`config.mk`:
```
export PLATFORM = sky130hd
export DESIGN_NAME = l0_buffer_top
export DESIGN_NICKNAME = d
export VERILOG_FILES = /design/src/hw/l0_buffer_pkg.sv /design/src/hw/burst_dispatcher.sv /design/src/hw/l0_buffer_top.sv /design/src/hw/primitive_buffer.sv /design/src/hw/reset_sequencer.sv
export VERILOG_INCLUDE_DIRS = /design/src /design/src/hw
export SDC_FILE = /design/constraint.sdc
export NUM_CORES = 1
export LEC_CHECK = 0
export BUFFER_PORTS_ARGS = -buffer_cell sky130_fd_sc_hd__clkbuf_2
export CELL_PAD_IN_SITES_DETAIL_PLACEMENT = 2
export CELL_PAD_IN_SITES_GLOBAL_PLACEMENT = 2
export CORE_UTILIZATION = 50
export CTS_CLUSTER_SIZE = 20
export DETAILED_ROUTE_END_ITERATION = 16
export PLACE_DENSITY = 0.88
export SLEW_MARGIN = 5
export SYNTH_ARGS = -nofsm -noshare
export SYNTH_HDL_FRONTEND = slang
export SYNTH_HIERARCHICAL = 1
export SYNTH_SLANG_ARGS = --single-unit
export TNS_END_PERCENT = 50
```
`constraint.sdc`:
```
create_clock -name clk_pll_200 -period 10.1 [get_ports clk_pll_200]
set_input_delay 2.02 -clock clk_pll_200 [delete_from_list [all_inputs] [get_ports clk_pll_200]]
set_output_delay 2.02 -clock clk_pll_200 [all_outputs]
set_load 0.05 [all_outputs]
```
`src/hw/l0_buffer_defines.svh`:
```
// Sizing for the L0 primitive buffer core
// L0_FIFO_DEPTH must be a power of two so the buffer pointers wrap on their own
// L0_COUNT_W must hold the value L0_FIFO_DEPTH itself
`ifndef L0_BUFFER_DEFINES_SVH
`define L0_BUFFER_DEFINES_SVH

// ==================================================
// Buffer geometry
// ==================================================
`define L0_NUM_PORTS   2     // Buffered network ports
`define L0_DATA_W      32    // Primitive word width
`define L0_FIFO_DEPTH  16    // Words per port buffer
`define L0_COUNT_W     5     // Occupancy, 0 to depth

// Refill request fires below this many words during a burst
`define L0_LOW_WATER   4

// ==================================================
// Power-on software reset timing, in clk_pll_200 cycles
// ==================================================
`define L0_RST_HOLDOFF 32    // Settle time after external reset
`define L0_RST_PULSE   16    // Width of the software reset

`endif

```
`src/hw/l0_buffer_pkg.sv`:
```
// Shared types for the L0 primitive buffer core
// Widths come from the defines header
`include "l0_buffer_defines.svh"

package l0_buffer_pkg;

   // ==================================================
   // Data path types
   // ==================================================
   typedef logic [`L0_DATA_W-1:0]    port_word_t;   // One primitive word
   typedef logic [`L0_COUNT_W-1:0]   buf_count_t;   // Buffer occupancy
   typedef logic [`L0_NUM_PORTS-1:0] port_vec_t;    // One bit per port

   // Software reset sequencer states
   typedef enum logic [1:0] {
      RST_IDLE  = 2'd0,
      RST_HOLD  = 2'd1,
      RST_PULSE = 2'd2,
      RST_DONE  = 2'd3
   } rst_state_e;

   // Burst edge codes, SOB drives both lines, EOB only ecrst
   typedef enum logic [1:0] {EV_NONE = 2'd0, EV_SOB = 2'd1, EV_EOB = 2'd2} burst_event_e;

endpackage

```
`src/hw/burst_dispatcher.sv`:
```
// Start/end of burst encoder on the ECRST/BCRST pair.
// A burst level that toggles on consecutive cycles gives back-to-back codes.
`timescale 1ns/1ps

module burst_dispatcher (
   input  logic clk_pll_200,
   input  logic reset,
   input  logic soft_reset,
   input  logic flush,
   input  logic burst,
   output logic ecrst,
   output logic bcrst
);

   logic                        burst_q;   // Burst level seen on the last edge
   logic                        clear;
   l0_buffer_pkg::burst_event_e ev;

   assign clear = reset | soft_reset | flush;

   // Edge classification of the current cycle
   always_comb begin
      if (burst && !burst_q) begin
         ev = l0_buffer_pkg::EV_SOB;
      end else if (!burst && burst_q) begin
         ev = l0_buffer_pkg::EV_EOB;
      end else begin
         ev = l0_buffer_pkg::EV_NONE;
      end
   end

   // ==================================================
   // Registered line code
   // ==================================================
   always_ff @(posedge clk_pll_200) begin
      if (clear) begin
         burst_q <= 1'b0;
         ecrst   <= 1'b0;
         bcrst   <= 1'b0;
      end else begin
         burst_q <= burst;
         ecrst   <= (ev == l0_buffer_pkg::EV_SOB) || (ev == l0_buffer_pkg::EV_EOB);
         bcrst   <= (ev == l0_buffer_pkg::EV_SOB);   // Only SOB drives bcrst
      end
   end

endmodule

```
`src/hw/l0_buffer_top.sv`:
```
// Data-path core of the L0 trigger board on a single clk_pll_200 domain.
// soft_reset from the sequencer stays internal and clears dispatcher and buffers.
// Per-port buses are packed, port 0 in the low slice.
`timescale 1ns/1ps
`include "l0_buffer_defines.svh"

module l0_buffer_top (
   input  logic                                          clk_pll_200,
   input  logic                                          reset,
   input  logic                                          burst,
   input  logic                                          flush,
   input  l0_buffer_pkg::port_vec_t                      wr_en,
   input  l0_buffer_pkg::port_word_t [`L0_NUM_PORTS-1:0] wr_data,
   input  l0_buffer_pkg::port_vec_t                      rd_en,
   output l0_buffer_pkg::port_word_t [`L0_NUM_PORTS-1:0] rd_data,
   output l0_buffer_pkg::port_vec_t                      empty,
   output l0_buffer_pkg::port_vec_t                      full,
   output l0_buffer_pkg::port_vec_t                      refill_req,
   output logic                                          ecrst,
   output logic                                          bcrst,
   output logic                                          ready
);

   logic soft_reset;   // Power-on re-init of the data path

   // ==================================================
   // Reset sequencing and burst line code
   // ==================================================
   reset_sequencer u_reset_sequencer (
      .clk_pll_200 (clk_pll_200),
      .reset       (reset),
      .soft_reset  (soft_reset),
      .ready       (ready)
   );

   burst_dispatcher u_burst_dispatcher (
      .clk_pll_200 (clk_pll_200),
      .reset       (reset),
      .soft_reset  (soft_reset),
      .flush       (flush),
      .burst       (burst),
      .ecrst       (ecrst),
      .bcrst       (bcrst)
   );

   // ==================================================
   // Per-port primitive buffers
   // ==================================================
   for (genvar p = 0; p < `L0_NUM_PORTS; p++) begin : g_port
      primitive_buffer u_buffer (
         .clk_pll_200 (clk_pll_200),
         .reset       (reset),
         .soft_reset  (soft_reset),
         .flush       (flush),
         .burst       (burst),        // Gates the refill request
         .wr_en       (wr_en[p]),
         .wr_data     (wr_data[p]),
         .rd_en       (rd_en[p]),
         .rd_data     (rd_data[p]),
         .empty       (empty[p]),
         .full        (full[p]),
         .refill_req  (refill_req[p])
      );
   end

endmodule

```
`src/hw/primitive_buffer.sv`:
```
// One port's primitive FIFO, filled by software and drained by the network side.
// Show-ahead read, writes while full are dropped, reads while empty ignored.
// refill_req is registered and lags the occupancy count by one cycle.
`timescale 1ns/1ps
`include "l0_buffer_defines.svh"

module primitive_buffer (
   input  logic                      clk_pll_200,
   input  logic                      reset,
   input  logic                      soft_reset,
   input  logic                      flush,
   input  logic                      burst,
   input  logic                      wr_en,
   input  l0_buffer_pkg::port_word_t wr_data,
   input  logic                      rd_en,
   output l0_buffer_pkg::port_word_t rd_data,
   output logic                      empty,
   output logic                      full,
   output logic                      refill_req
);

   localparam int PTR_W = $clog2(`L0_FIFO_DEPTH);

   l0_buffer_pkg::port_word_t  mem [`L0_FIFO_DEPTH];
   logic [PTR_W-1:0]           wr_ptr;
   logic [PTR_W-1:0]           rd_ptr;
   l0_buffer_pkg::buf_count_t  count;
   logic                       clear;
   logic                       wr_ok;
   logic                       rd_ok;

   assign clear = reset | soft_reset | flush;
   assign wr_ok = wr_en & ~full;    // Drop on full
   assign rd_ok = rd_en & ~empty;   // Ignore on empty

   // ==================================================
   // Storage, no reset on the payload
   // ==================================================
   always_ff @(posedge clk_pll_200) begin
      if (wr_ok) begin
         mem[wr_ptr] <= wr_data;
      end
   end

   // Pointers and occupancy
   always_ff @(posedge clk_pll_200) begin
      if (clear) begin
         wr_ptr <= '0;
         rd_ptr <= '0;
         count  <= '0;
      end else begin
         if (wr_ok) begin
            wr_ptr <= wr_ptr + PTR_W'(1);   // Wraps at depth
         end
         if (rd_ok) begin
            rd_ptr <= rd_ptr + PTR_W'(1);
         end
         case ({wr_ok, rd_ok})
            2'b10:   count <= count + l0_buffer_pkg::buf_count_t'(1);
            2'b01:   count <= count - l0_buffer_pkg::buf_count_t'(1);
            default: count <= count;   // Both or neither
         endcase
      end
   end

   // Low-watermark request, only meaningful inside a burst
   always_ff @(posedge clk_pll_200) begin
      if (clear) begin
         refill_req <= 1'b0;
      end else begin
         refill_req <= burst && (count < l0_buffer_pkg::buf_count_t'(`L0_LOW_WATER));
      end
   end

   assign rd_data = mem[rd_ptr];   // Head word, valid while not empty
   assign empty   = (count == '0);
   assign full    = (count == l0_buffer_pkg::buf_count_t'(`L0_FIFO_DEPTH));

endmodule

```
`src/hw/reset_sequencer.sv`:
```
// Power-on software reset: waits L0_RST_HOLDOFF edges after reset is low,
// then holds soft_reset for L0_RST_PULSE cycles and raises ready for good.
// Outputs are decoded from the state register, so they follow it by no delay.
`timescale 1ns/1ps
`include "l0_buffer_defines.svh"

module reset_sequencer (
   input  logic clk_pll_200,
   input  logic reset,
   output logic soft_reset,
   output logic ready
);

   localparam int CNT_W = $clog2(`L0_RST_HOLDOFF + `L0_RST_PULSE + 1);

   l0_buffer_pkg::rst_state_e state;
   logic [CNT_W-1:0]          cnt;   // Edges spent in the current state

   // ==================================================
   // Sequencer FSM
   // ==================================================
   always_ff @(posedge clk_pll_200) begin
      if (reset) begin
         state <= l0_buffer_pkg::RST_IDLE;
         cnt   <= '0;
      end else begin
         case (state)
            l0_buffer_pkg::RST_IDLE: begin
               // First edge with reset low counts as hold-off edge 0
               state <= l0_buffer_pkg::RST_HOLD;
               cnt   <= CNT_W'(1);
            end
            l0_buffer_pkg::RST_HOLD: begin
               if (cnt == CNT_W'(`L0_RST_HOLDOFF)) begin
                  state <= l0_buffer_pkg::RST_PULSE;
                  cnt   <= CNT_W'(1);
               end else begin
                  cnt <= cnt + CNT_W'(1);
               end
            end
            l0_buffer_pkg::RST_PULSE: begin
               if (cnt == CNT_W'(`L0_RST_PULSE)) begin
                  state <= l0_buffer_pkg::RST_DONE;   // ready rises as pulse ends
                  cnt   <= '0;
               end else begin
                  cnt <= cnt + CNT_W'(1);
               end
            end
            default: begin
               state <= l0_buffer_pkg::RST_DONE;   // Parked until next reset
               cnt   <= '0;
            end
         endcase
      end
   end

   assign soft_reset = (state == l0_buffer_pkg::RST_PULSE);
   assign ready      = (state == l0_buffer_pkg::RST_DONE);

endmodule

```
==> results.yml, run 1 <==
status:
  status: "aborted with a tool error"
  haltStage: "3_5_place_dp"
  error: "[ERROR DPL-0033] detailed placement checks failed during check placement."
placement:
  place_congestion: 0.724
  dp_hpwl_um: 78000
  numPortBuffers: 144
yosys:
  synth_common_cells: "edfxtp_1, mux4_2, mux4_1"
  synth.largest_area_cell: "edfxtp_1"
  synthFlopType: "edfxtp_1"
  syn_nets: 1803
  synth.most_common_cell: "edfxtp_1"
  synthCells: 1714
  ys_async_sr_fraction: 0
  ys_ff_latch: 1071
  synthTopCellsByArea: "edfxtp_1, mux4_2, mux4_1, dfxtp_1, buf_6"
  ys_seq_area_frac: 0.767
  ys_types: 47
  yosysTopAreaCellShare: 0.744
  avgSynthCellArea_sq_um: 24.1
  yosys_warnings: 6
  syn-cell-area_sq_um: 41300
  synth_edf_count: 1024
floorplanning:
  die_width_um: 290
  initial_utilization: 0.504
  die_h_um: 290
  io_pins: 145
  core.rowCount: 105
cell families after synthesis:
group	Yosys count	synth area share
AOI/OAI and AO/OA	42	0.00733
buffers and inverters	99	0.0149
xor gates and xnor gates	23	0.00487
DFF	1071	0.767
and+or+nand+nor	138	0.0165
adders and majority gates	17	0.00515
muxes	324	0.184
through the flow:
| stage | hold slack [ns] | instances | area (sq um) | setup slack, ns |
|---|---|---|---|---|
| after floorplan | 0.466 | 1714 | 41300 | 4.92 |
| after global placement | 0.490 | 2884 | 43400 | 4.86 |
==> run 2: changes to the inputs <==
--- a/config.mk
+++ b/config.mk
@@ -7,12 +7,9 @@
 export NUM_CORES = 1
 export LEC_CHECK = 0
 export BUFFER_PORTS_ARGS = -buffer_cell sky130_fd_sc_hd__clkbuf_2
-export CELL_PAD_IN_SITES_DETAIL_PLACEMENT = 2
-export CELL_PAD_IN_SITES_GLOBAL_PLACEMENT = 2
-export CORE_UTILIZATION = 50
-export CTS_CLUSTER_SIZE = 20
+export CORE_UTILIZATION = 35
 export DETAILED_ROUTE_END_ITERATION = 16
-export PLACE_DENSITY = 0.88
+export PLACE_DENSITY_LB_ADDON = 0.15
 export SLEW_MARGIN = 5
 export SYNTH_ARGS = -nofsm -noshare
 export SYNTH_HDL_FRONTEND = slang
==> results.yml, run 2 <==
pwr:
  p_switching_mw: 1.94
  clkPwrFrac: 0.434
  p_int_mw: 7.37
  switching_share: 0.208
  p_comb_frac: 0.038
  seqPwrFrac: 0.528
  p_leak_nw: 14.7
  peakVddDrop_mv: 0.135
  power.density_nw_per_um2: 196
global_routing:
  grt_usage: 0.158
  grt_overflow: 0
  grt_pass1_wl_um: 137000
  grt_max_degree: 105
  antenna_found_initial: 8
  grt_pass1_vias: 19800
detailed_routing:
  routed_wirelength_um: 94400
  wl_per_cell_um: 26.6
  drc: 0
  viasPerCell: 5.16
  ant_nets: 0
  drtIter0Drc: 1157
  firstDrtPassIters: 5
  vias: 18300
worst_setup_path:
  worst-r2r-cell-count: 9
  slowest_delay_ns: 0.73
  crit_top_cell: "buf_4"
  path_max_fanout: 32
  worstSetupPathType: "reg2out"
  start_kind: "register"
  cp_data_arrival_time_ns: 4.10
  r2r_slack_ns: 7.28
  cpMaxStageDelayCell: "dfxtp_4"
  crit_required_ns: 8.08
  r2r-start: "g_port[1].u_buffer/count[0]"
  r2r-end: "g_port[1].u_buffer/count[4]"
  end_kind: "output pin"
  crit_chain: "buf_4 -> buf_4 -> mux4_1 -> mux4_2 -> clkbuf_2"
floorplanning:
  initial_utilization: 0.354
  die_area_sq_um: 119000
  core-area_sq_um: 117000
  io_pins: 145
  die_width_um: 346
  core.rowCount: 125
  die_h_um: 346
clocking:
  clk_pin_slew_ns: 0.06
  root_buffer: "clkbuf_16"
  cts_resized: 0
  clock_sinks: 1071
  cts_htree_levels: 3
  cts.path.max_buffers: 3
  numCtsBuffers: 111
  cts_setup_buffers: 0
  clock_latency_ns: 0.69
  cts_tree: "yes"
  hold_buffers: 0
layout:
  fin_area_sq_um: 47600
  final_common_cell: "edfxtp_1"
  drive_gt1_frac: 0.302
  areaGrowthSynthToFinish_pct: 15.1
  reg_top3: "g_port.u_buffer/mem (1024), g_port.u_buffer/count (10)"
  top_register: "g_port.u_buffer/mem"
  layout_common_cells: "edfxtp_1, mux4_2, clkbuf_2, clkbuf_16, mux4_1"
  largest_reg_flops: 1024
  layout.nets: 2017
sta:
  rsz0062_at_grt: "false"
  fmax_mhz: 163
  period_share: 0.606
  tightest_slew_ns: 0.989
  period_needed_ns: 6.12
  hold_viol: 0
  layout_setup_ws_ns: 3.98
  finalSetupViolCount: 0
  max_slew_margin: 0.341
  final_max_slew_viol_count: 0
  fin_skew_ns: 0.0162
  tns_ns: 0
yosys:
  yosys_warnings: 6
  ys_ff_latch: 1071
  synth.most_common_cell: "edfxtp_1"
  ys_async_sr_fraction: 0
  synthCells: 1714
  ys_seq_area_frac: 0.767
  synthFlopType: "edfxtp_1"
  synthMuxAreaShare: 0.184
  synth_common_cells: "edfxtp_1, mux4_2, mux4_1"
  ys_types: 47
  synth_compound_area_frac: 0.00733
  synth_edf_count: 1024
  syn-cell-area_sq_um: 41300
  syn_nets: 1803
  synthTopCellsByArea: "edfxtp_1, mux4_2, mux4_1, dfxtp_1, buf_6"
  synthSimpleGateAreaFrac: 0.0165
  yosysTopAreaCellShare: 0.744
  synth_xor_area_frac: 0.00487
  synthAdderAreaFrac: 0.00515
  avgSynthCellArea_sq_um: 24.1
  synth_top_family_by_area: "multiplexers"
  synth.largest_area_cell: "edfxtp_1"
status:
  status: "finished clean"
min_path:
  min_path_cells: 2
  min_to: "g_port[0].u_buffer/rd_ptr[3]"
  worstHoldPathType: "reg2reg"
  hp-start: "g_port[0].u_buffer/rd_ptr[3]"
placement:
  place_ws_ns: 4.55
  place_congestion: 0.695
  dp_hpwl_um: 45100
  numPortBuffers: 144
  dpl_cell_area_sq_um: 44000
run:
  drv_cap: 0
[run 2: critical path: cells and delay by family (launching register included)]
kind | cells | cell delay (ns)
buf+inv | 3 | 1.51
mux | 2 | 1.10
flops | 1 | 0.73
[run 2: how the worst max path moves through the flow]
| stage | from | endpoint | slack [ns] | cells after the start |
|---|---|---|---|---|
| finish | register | rd_data[13] | 3.98 | 5 |
| detailed placement | register | rd_data[13] | 4.55 | 5 |
| global placement | register | rd_data[13] | 4.57 | 5 |
| floorplan | wr_en[0] | g_port[0].u_buffer/mem[3][0] | 4.92 | 3 |
| global route | register | rd_data[13] | 3.65 | 5 |
| CTS | register | rd_data[13] | 3.79 | 5 |
[run 2: routing by layer]
metal,track usage,share of wire,routed length (um),vias up
li1,-,-,-,7853
met1,0.201,0.42,40000,9933
met2,0.277,0.51,48200,354
met3,0.0304,0.044,4160,154
met4,0.0424,0.021,2010,12
met5,0,0.00073,69,-
[run 2: per-stage QoR]
step / power (mW) / hold WS, ns / utilization / instances
finish: 9.30 / 0.511 / 0.408 / 3547
global route: 9.60 / 0.551 / 0.408 / 3546
CTS: 9.42 / 0.514 / 0.408 / 3546
detailed placement: 5.36 / 0.508 / 0.377 / 3339
global placement: 5.35 / 0.491 / 0.377 / 3339
floorplan: 5.23 / 0.466 / - / 1714
[run 2: logic make-up after synthesis]
kind of cell / after synthesis
buffers and inverters: 99
XOR/XNOR: 23
adder cells (fa/ha/maj): 17
multiplexers: 324
AO/OA/AOI/OAI: 42
flip-flops: 1071
AND/OR/NAND/NOR: 138
[run 2: cell type report]
class                           instances  area [sq um]
Fill cell                           10200         69100
Antenna cell                            1          2.50
Inverter                               13          48.8
Multi-Input combinational cell        544          9240
Clock inverter                         68           693
Timing Repair Buffer                  187          1060
Sequential cell                      1071         31700
Tap cell                             1524          1910
Clock buffer                          139          2930
[run 2: power groups by stage]
stage | Sequential (mW) | Clock [mW] | Combinational (mW)
4_1_cts | 4.91 | 4.15 | 0.359
2_1_floorplan | 5.00 | 0 | 0.229
6_report | 4.91 | 4.04 | 0.352
3_3_place_gp | 5.00 | 0 | 0.349
3_5_place_dp | 5.00 | 0 | 0.359
5_1_grt | 4.91 | 4.31 | 0.378
(Power assumes the default switching activity.)
